--- src/hw/err_report_settings.svh ---
// Fixed constants of the error reporting unit, included by each RTL file that sizes or times on them
`ifndef ERR_REPORT_SETTINGS_SVH
`define ERR_REPORT_SETTINGS_SVH

// ---------------------------------------------------------------------------
// Source layout
// ---------------------------------------------------------------------------

// Number of error sources, fixed by the status word layout
`define ERR_NUM 8

// Width of a source index
`define ERR_IDX_W 3

// ---------------------------------------------------------------------------
// Timing and log encodings
// ---------------------------------------------------------------------------

// Idle cycles forced after each message pulse
`define ERR_MSG_GAP 4

// First-error log value meaning nothing logged yet
`define ERR_LOG_NONE 4'd8

`endif

--- src/hw/err_report_pkg.sv ---
// Shared types of the error reporting unit, referenced by package scope from RTL and testbench
`default_nettype none

package err_report_pkg;

    // -----------------------------------------------------------------------
    // Severity of a reported error
    // -----------------------------------------------------------------------

    // Encoding ranks severity so a larger value is more severe
    typedef enum logic [1:0] {
        sev_none     = 2'd0,
        sev_corr     = 2'd1,
        sev_nonfatal = 2'd2,
        sev_fatal    = 2'd3
    } err_sev_e;

    // -----------------------------------------------------------------------
    // Status word, one bit per source
    // -----------------------------------------------------------------------

    // Raw view for register reads and clears
    // Class view for arbitration and summaries
    typedef union packed {
        logic [7:0] raw;
        struct packed {
            logic [1:0] fatal;      // Sources 7 and 6
            logic [2:0] nonfatal;   // Sources 5 to 3
            logic [2:0] corr;       // Sources 2 to 0
        } cls;
    } err_word_u;

endpackage

`default_nettype wire

--- src/hw/err_arbiter.sv ---
// Combinational pick of the next error to report, by severity class and then lowest source index
`timescale 1ns/1ps
`default_nettype none

`include "err_report_settings.svh"

module err_arbiter (
    // Sticky status of all sources
    input  err_report_pkg::err_word_u        err_status_vec,
    // Sources already reported
    input  logic [7:0]                       err_mask_vec,

    // Winner of this cycle
    output logic                             cand_valid,
    output logic [`ERR_IDX_W-1:0]            cand_src,
    output err_report_pkg::err_sev_e         cand_sev
);

    // First source index of each class
    localparam logic [`ERR_IDX_W-1:0] FATAL_BASE    = `ERR_IDX_W'(6);
    localparam logic [`ERR_IDX_W-1:0] NONFATAL_BASE = `ERR_IDX_W'(3);
    localparam logic [`ERR_IDX_W-1:0] CORR_BASE     = `ERR_IDX_W'(0);

    // Pending and not yet reported
    err_report_pkg::err_word_u elig;

    // ------------------------------------------------------------------------
    // Lowest set bit within a class of up to three sources
    // ------------------------------------------------------------------------

    function automatic logic [1:0] low_bit(input logic [2:0] vec);
        logic [1:0] pos;
        pos = 2'd0;
        // Scan downward so the lowest set bit is written last
        for (int k = 2; k >= 0; k--) begin
            if (vec[k]) begin
                pos = k[1:0];
            end
        end
        return pos;
    endfunction

    // ------------------------------------------------------------------------
    // Class priority
    // ------------------------------------------------------------------------

    always_comb begin
        elig.raw   = err_status_vec.raw & ~err_mask_vec;
        cand_valid = |elig.raw;
        cand_src   = '0;
        cand_sev   = err_report_pkg::sev_none;

        // Fatal first, then nonfatal, then correctable
        if (|elig.cls.fatal) begin
            cand_src = FATAL_BASE + `ERR_IDX_W'(low_bit({1'b0, elig.cls.fatal}));
            cand_sev = err_report_pkg::sev_fatal;
        end else if (|elig.cls.nonfatal) begin
            cand_src = NONFATAL_BASE + `ERR_IDX_W'(low_bit(elig.cls.nonfatal));
            cand_sev = err_report_pkg::sev_nonfatal;
        end else if (|elig.cls.corr) begin
            cand_src = CORR_BASE + `ERR_IDX_W'(low_bit(elig.cls.corr));
            cand_sev = err_report_pkg::sev_corr;
        end
    end

endmodule

`default_nettype wire

--- src/hw/err_csr.sv ---
// Register side of the unit, with write-one-to-clear decode, status reads and the first-error log
`timescale 1ns/1ps
`default_nettype none

`include "err_report_settings.svh"

module err_csr (
    // Clock and reset
    input  logic                      prim_nonflr_clk,
    input  logic                      prim_gated_rst_b,

    // Software clear strobe and its write-one-to-clear data
    input  logic                      clr_valid,
    input  logic [7:0]                clr_data,
    // Sticky status of all sources
    input  err_report_pkg::err_word_u status_vec,
    // Message pulse watched for the log
    input  logic                      msg_valid,
    input  logic [`ERR_IDX_W-1:0]     msg_src,

    // Per-source clears
    output logic [7:0]                clr_err,
    // Read values
    output logic [7:0]                status_word,
    output logic                      fatal_any,
    output logic                      nonfatal_any,
    output logic                      corr_any,
    output logic [3:0]                first_err
);

    // Clear leaves no status bit set
    logic empty_clr;
    // Log waits for the next message
    logic armed;
    logic log_capture;

    // ------------------------------------------------------------------------
    // Clear decode and read path
    // ------------------------------------------------------------------------

    assign clr_err     = clr_valid ? clr_data : 8'b0;
    assign status_word = status_vec.raw;
    assign empty_clr   = clr_valid && ((status_vec.raw & ~clr_err) == 8'b0);

    // Class summaries
    assign fatal_any    = |status_vec.cls.fatal;
    assign nonfatal_any = |status_vec.cls.nonfatal;
    assign corr_any     = |status_vec.cls.corr;

    // ------------------------------------------------------------------------
    // First-error log
    // ------------------------------------------------------------------------

    assign log_capture = msg_valid && armed;

    // Value holds after rearm until the next message replaces it
    always_ff @(posedge prim_nonflr_clk or negedge prim_gated_rst_b) begin
        if (!prim_gated_rst_b) begin
            armed     <= 1'b1;
            first_err <= `ERR_LOG_NONE;
        end else begin
            if (log_capture) begin
                first_err <= 4'(msg_src);
            end
            // An emptying clear rearms even if a message is captured on the same edge
            if (empty_clr) begin
                armed <= 1'b1;
            end else if (log_capture) begin
                armed <= 1'b0;
            end
        end
    end

endmodule

`default_nettype wire

--- src/hw/err_edge_status.sv ---
// Per-source rising-edge detect with sticky status and arbitration mask, instantiated once per error
`timescale 1ns/1ps
`default_nettype none

module err_edge_status (
    // Clock and reset
    input  logic prim_nonflr_clk,
    input  logic prim_gated_rst_b,

    // Error level, software clear and take strobe from the message control
    input  logic err_signal,
    input  logic clr_err,
    input  logic err_taken,

    // Blocks the source from arbitration once its message went out
    output logic err_arb_mask,
    // Sticky status, set on a rising edge of the error level
    output logic err_status
);

    // Level seen on the previous edge
    logic err_signal_q;
    // Rising edge that is not cancelled by a clear
    logic rise_set;

    // ------------------------------------------------------------------------
    // Edge detect
    // ------------------------------------------------------------------------

    always_ff @(posedge prim_nonflr_clk or negedge prim_gated_rst_b) begin
        if (!prim_gated_rst_b) begin
            err_signal_q <= 1'b0;
        end else begin
            err_signal_q <= err_signal;
        end
    end

    // A clear on the same edge cancels the rise
    assign rise_set = err_signal && !err_signal_q && !clr_err;

    // ------------------------------------------------------------------------
    // Sticky status
    // ------------------------------------------------------------------------

    // Clear has priority over set
    always_ff @(posedge prim_nonflr_clk or negedge prim_gated_rst_b) begin
        if (!prim_gated_rst_b) begin
            err_status <= 1'b0;
        end else if (clr_err) begin
            err_status <= 1'b0;
        end else if (rise_set) begin
            err_status <= 1'b1;
        end
    end

    // ------------------------------------------------------------------------
    // Arbitration mask
    // ------------------------------------------------------------------------

    // A take in the clear cycle keeps the mask set
    always_ff @(posedge prim_nonflr_clk or negedge prim_gated_rst_b) begin
        if (!prim_gated_rst_b) begin
            err_arb_mask <= 1'b0;
        end else if (err_taken) begin
            err_arb_mask <= 1'b1;
        end else if (clr_err) begin
            err_arb_mask <= 1'b0;
        end
    end

endmodule

`default_nettype wire

--- src/hw/err_msg_ctrl.sv ---
// Message issue control, registers the arbiter winner into a one-cycle pulse and enforces the gap
`timescale 1ns/1ps
`default_nettype none

`include "err_report_settings.svh"

module err_msg_ctrl (
    // Clock and reset
    input  logic                     prim_nonflr_clk,
    input  logic                     prim_gated_rst_b,

    // Candidate from the arbiter
    input  logic                     cand_valid,
    input  logic [`ERR_IDX_W-1:0]    cand_src,
    input  err_report_pkg::err_sev_e cand_sev,

    // Message pulse and its payload
    output logic                     msg_valid,
    output logic [`ERR_IDX_W-1:0]    msg_src,
    output err_report_pkg::err_sev_e msg_sev,
    // Take strobe, one bit per source
    output logic [7:0]               take_onehot
);

    // Gap counter must hold the full gap length
    localparam int CNT_W = $clog2(`ERR_MSG_GAP + 1);

    // FSM encoding
    localparam logic ST_IDLE = 1'b0;
    localparam logic ST_GAP  = 1'b1;

    logic             state;
    logic [CNT_W-1:0] gap_cnt;
    // Candidate is registered this edge
    logic             accept;

    assign accept = (state == ST_IDLE) && cand_valid;

    // ------------------------------------------------------------------------
    // Idle and gap FSM
    // ------------------------------------------------------------------------

    // Leaving gap when the count reaches one gives ERR_MSG_GAP quiet cycles
    always_ff @(posedge prim_nonflr_clk or negedge prim_gated_rst_b) begin
        if (!prim_gated_rst_b) begin
            state   <= ST_IDLE;
            gap_cnt <= '0;
        end else begin
            case (state)
                ST_IDLE: begin
                    if (accept) begin
                        state   <= ST_GAP;
                        gap_cnt <= CNT_W'(`ERR_MSG_GAP);
                    end
                end
                ST_GAP: begin
                    if (gap_cnt == CNT_W'(1)) begin
                        state   <= ST_IDLE;
                        gap_cnt <= '0;
                    end else begin
                        gap_cnt <= gap_cnt - 1'b1;
                    end
                end
                default: begin
                    state   <= ST_IDLE;
                    gap_cnt <= '0;
                end
            endcase
        end
    end

    // ------------------------------------------------------------------------
    // Message pulse and take strobe
    // ------------------------------------------------------------------------

    // Both fall again on the next edge
    always_ff @(posedge prim_nonflr_clk or negedge prim_gated_rst_b) begin
        if (!prim_gated_rst_b) begin
            msg_valid   <= 1'b0;
            take_onehot <= '0;
        end else begin
            msg_valid   <= accept;
            take_onehot <= accept ? (8'b1 << cand_src) : 8'b0;
        end
    end

    // Payload only qualified by msg_valid
    always_ff @(posedge prim_nonflr_clk) begin
        if (accept) begin
            msg_src <= cand_src;
            msg_sev <= cand_sev;
        end
    end

endmodule

`default_nettype wire

--- src/hw/err_report_top.sv ---
// Top level of the error reporting unit, wiring per-source status, arbiter, control and CSR blocks
`timescale 1ns/1ps
`default_nettype none

`include "err_report_settings.svh"

module err_report_top (
    // Clock and reset
    input  wire                       prim_nonflr_clk,
    input  wire                       prim_gated_rst_b,

    // Error levels
    input  wire [`ERR_NUM-1:0]        err_in,
    // Software clear
    input  wire                       clr_valid,
    input  wire [`ERR_NUM-1:0]        clr_data,

    // Message pulse
    output logic                      msg_valid,
    output logic [`ERR_IDX_W-1:0]     msg_src,
    output err_report_pkg::err_sev_e  msg_sev,

    // Register reads
    output logic [`ERR_NUM-1:0]       status_word,
    output logic                      fatal_any,
    output logic                      nonfatal_any,
    output logic                      corr_any,
    output logic [3:0]                first_err
);

    // Per-source nets, one driver bit each
    wire [`ERR_NUM-1:0] clr_err;
    wire [`ERR_NUM-1:0] err_status;
    wire [`ERR_NUM-1:0] err_arb_mask;
    wire [`ERR_NUM-1:0] take_onehot;

    // Arbiter winner
    logic                     cand_valid;
    logic [`ERR_IDX_W-1:0]    cand_src;
    err_report_pkg::err_sev_e cand_sev;

    // ------------------------------------------------------------------------
    // Per-source edge detect and status
    // ------------------------------------------------------------------------

    for (genvar i = 0; i < `ERR_NUM; i++) begin : g_src
        err_edge_status u_stat (
            .prim_nonflr_clk  (prim_nonflr_clk),
            .prim_gated_rst_b (prim_gated_rst_b),
            .err_signal       (err_in[i]),
            .clr_err          (clr_err[i]),
            .err_taken        (take_onehot[i]),
            .err_arb_mask     (err_arb_mask[i]),
            .err_status       (err_status[i])
        );
    end

    // ------------------------------------------------------------------------
    // Arbitration, message control and registers
    // ------------------------------------------------------------------------

    err_arbiter u_arb (
        .err_status_vec (err_status),
        .err_mask_vec   (err_arb_mask),
        .cand_valid     (cand_valid),
        .cand_src       (cand_src),
        .cand_sev       (cand_sev)
    );

    err_msg_ctrl u_ctrl (
        .prim_nonflr_clk  (prim_nonflr_clk),
        .prim_gated_rst_b (prim_gated_rst_b),
        .cand_valid       (cand_valid),
        .cand_src         (cand_src),
        .cand_sev         (cand_sev),
        .msg_valid        (msg_valid),
        .msg_src          (msg_src),
        .msg_sev          (msg_sev),
        .take_onehot      (take_onehot)
    );

    // Log watches the same pulse that leaves the top
    err_csr u_csr (
        .prim_nonflr_clk  (prim_nonflr_clk),
        .prim_gated_rst_b (prim_gated_rst_b),
        .clr_valid        (clr_valid),
        .clr_data         (clr_data),
        .status_vec       (err_status),
        .msg_valid        (msg_valid),
        .msg_src          (msg_src),
        .clr_err          (clr_err),
        .status_word      (status_word),
        .fatal_any        (fatal_any),
        .nonfatal_any     (nonfatal_any),
        .corr_any         (corr_any),
        .first_err        (first_err)
    );

endmodule

`default_nettype wire

--- config.mk ---
export PLATFORM = sky130hd
export DESIGN_NAME = err_report_top
export DESIGN_NICKNAME = d
export VERILOG_FILES = /design/src/hw/err_report_pkg.sv /design/src/hw/err_arbiter.sv /design/src/hw/err_csr.sv /design/src/hw/err_edge_status.sv /design/src/hw/err_msg_ctrl.sv /design/src/hw/err_report_top.sv
export VERILOG_INCLUDE_DIRS = /design/src /design/src/hw
export SDC_FILE = /design/constraint.sdc
export NUM_CORES = 1
export LEC_CHECK = 0
export BUFFER_PORTS_ARGS = -buffer_cell sky130_fd_sc_hd__buf_4
export CAP_MARGIN = 10
export CORE_UTILIZATION = 50
export CTS_CLUSTER_DIAMETER = 100
export DETAILED_ROUTE_END_ITERATION = 7
export PLACE_DENSITY = 0.76
export SLEW_MARGIN = 40
export SYNTH_ARGS = -nofsm -noshare
export SYNTH_HDL_FRONTEND = slang
export SYNTH_SLANG_ARGS = --single-unit
--- constraint.sdc ---
create_clock -name prim_nonflr_clk -period 3.4 [get_ports prim_nonflr_clk]
set_input_delay 0.17 -clock prim_nonflr_clk [delete_from_list [all_inputs] [get_ports prim_nonflr_clk]]
set_output_delay 0.17 -clock prim_nonflr_clk [all_outputs]
set_load 0.1 [all_outputs]
==> qor.yml <==
drv_slew: 0
detail-route-antenna-nets: 0
grt_usage: 0.209
via_count: 1462
path_class: "reg -> reg"
ys_ff_latch: 47
clkSinkCount: 47
layout-area-overhead-vs-synth_pct: 22.4
grt_pass1_vias: 1476
place.gp.congestion: 0.877
r2r_cells: 4
grt_max_degree: 43
ios: 40
power.leakage_nw: 1.25
max_cap_viol_count: 0
cp.arrival_ns: 1.78
grt_pass1_wl_mm: 6.63
wl_per_cell_um: 14.7
r2r_slack_ns: 1.57
htreeDepth: 2
status: "finished clean"
die_height_um: 65.5
port_buffers: 39
synth_cells: 182
num_antenna_cells: 0
cts_tree: "yes"
cts-resized-gates: 0
syn-cell-area_sq_mm: 0.00202
min_period_ns: 1.83
drt_iter0_markers: 76
first_pass_iters: 4
start_util: 0.535
finalHoldViolCount: 0
dp_hpwl_mm: 2.89
setup_tns_ns: 0
grt-ovfl-total: 0
clockBufferDepth: 2
synth_cell_types: 44
crit_path_end_kind: "flip-flop"
start_kind: "flip-flop"
clk_pin_slew_ns: 0.08
max_freq_ghz: 0.546
path_max_fanout: 10
synth-async-reset-ratio: 0.894
tightest_slew_ns: 0.527
routed_wl_mm: 4.03
synth_fp_nets: 204
core_area_sq_mm: 0.00377
cp.required_ns: 3.35
fillers: 302
hold_path.class: "in -> reg"
cts_inserted_buffers: 5
slew_headroom: 0.648
powerDensity_mw_per_mm2: 776
die_x_um: 65.5
antenna_found_initial: 0
die-area_sq_mm: 0.00429
nNetsFinal: 247
ir_drop_mv: 0.370
drc: 0
rsz0062_at_grt: "false"
cts_hold_buf: 9
ys.flop_type: "dfrtp_1"
cts_setup_buffers: 0
routed_via_density: 5.34
drive_gt1_frac: 0.265
num_rows: 22
clkLatencyLatePin_ns: 0.29
synth_edf_count: 5
final-setup-viol-count: 0
fin_worst_skew_ns: 0.00534
worstHoldPathCells: 2
total_power_mw: 1.92
cts_root_buf: "clkbuf_8"
fin_crit_sh: 0.539
yosys_warnings: 0
syn_avg_cell_area_sq_um: 11.1
yosysSeqAreaShare: 0.597
==> synth_stat cells (all sizes together), types with 4 or more instances <==
cell type / number / area share
a21oi: 17 / 0.042
nor2: 7 / 0.013
mux2: 4 / 0.022
o21ai: 4 / 0.0099
nor3: 4 / 0.0099
dfrtp: 40 / 0.50
buf: 9 / 0.035
a21o: 9 / 0.034
nand2: 14 / 0.026
edfxtp: 5 / 0.074
inv: 21 / 0.039
==> metrics by stage <==
| stage | cells | setup WS [ns] | hold WS [ns] | cell area (sq um) | utilization |
|---|---|---|---|---|---|
| after floorplan | 182 | 1.70 | -0.126 | 2020 | - |
| after global placement | 257 | 1.68 | 0.172 | 2290 | 0.607 |
| after detailed placement | 257 | 1.60 | 0.187 | 2290 | 0.607 |
| after CTS | 274 | 1.59 | 0.0402 | 2470 | 0.655 |
| after global routing | 274 | 1.44 | 0.0311 | 2470 | 0.655 |
| final | 274 | 1.57 | 0.0443 | 2470 | 0.655 |
==> worst max-delay path: stages (launching register included) <==
cell and delay (ns):
dfrtp_1 0.38, nand2b_1 0.21, and3_2 0.32, and3_1 0.22, nor2_1 0.35
==> layer usage <==
metal / GRT usage / wire, um / vias up
li1: - / - / 706
met1: 0.252 / 1740 / 698
met2: 0.351 / 2070 / 46
met3: 0.0590 / 157 / 12
met4: 0.0842 / 68 / 0
met5: 0 / 0 / -
==> where the power goes <==
group / leakage [nW] / total (mW) / switching [mW] / internal (mW)
Sequential: 0.570 / 0.764 / 0.0760 / 0.688
Combinational: 0.632 / 0.814 / 0.592 / 0.222
Clock: 0.0482 / 0.338 / 0.174 / 0.164
==> sequential cells by signal, summed over array words and instances, names as in the netlist <==
| register | count |
|---|---|
| g_src.u_stat.err_arb_mask | 8 |
| u_csr.armed | 1 |
| g_src.u_stat.err_signal_q | 8 |
| u_ctrl.take_onehot | 8 |
| u_ctrl.msg_src | 3 |
| u_ctrl.msg_valid | 1 |
| u_ctrl.gap_cnt | 3 |
| u_csr.first_err | 4 |
| u_ctrl.state | 1 |
| u_ctrl.msg_sev | 2 |
| g_src.u_stat.err_status | 8 |
==> cell families (layout without fill, tap and decap cells) <==
| family | Yosys count | in the layout | share of synthesized area |
|---|---|---|---|
| buf+inv | 33 | 77 | 0.0800 |
| simple gates | 49 | 49 | 0.132 |
| fa+ha+maj | 3 | 3 | 0.0186 |
| mux | 4 | 4 | 0.0223 |
| flops | 47 | 47 | 0.597 |
| compound gates | 46 | 46 | 0.150 |
==> path summary, 6_finish.rpt <==
check,start,endpoint
max,g_src[3].u_stat.err_arb_mask,u_ctrl.msg_src[0]
min,clr_data[5],g_src[5].u_stat.err_status
max reg2reg,g_src[3].u_stat.err_arb_mask,u_ctrl.msg_src[0]
min reg2reg,u_ctrl.take_onehot[7],g_src[7].u_stat.err_arb_mask
max in group asynchronous,prim_gated_rst_b,u_csr.first_err[3]
min in group asynchronous,prim_gated_rst_b,g_src[7].u_stat.err_status
==> final cells by class <==
cell class	instances	area [sq um]	share of cell area
timing repair buffer	48	383	0.155
multi-input combinational	102	652	0.264
sequential	47	1200	0.488
clock inverter	1	5.00	0.00203
inverter	21	78.8	0.0319
tap	48	60.1	0.0243
clock buffer	7	86.3	0.0350
==> layout by cell type (no fill, tap or decap), types with 2 or more instances in the layout <==
master / Yosys / layout
a21o_1: 8 / 8
mux2_2: 4 / 4
nand2_1: 14 / 14
or3_1: 2 / 2
a21oi_1: 17 / 17
inv_1: 21 / 21
edfxtp_1: 5 / 5
and2b_2: 2 / 2
clkbuf_8: 0 / 6
nand2b_1: 3 / 3
a22oi_1: 2 / 2
nor2b_1: 3 / 3
o21ai_0: 4 / 4
nor2_1: 7 / 7
nand3_1: 3 / 3
nor3_1: 4 / 4
a2bb2oi_1: 2 / 2
dfstp_2: 2 / 2
a31oi_1: 3 / 3
dfrtp_1: 40 / 40
ha_1: 3 / 3
buf_4: 8 / 39
dlygate4sd3_1: 0 / 9
Power figures use the tool's default switching activity.
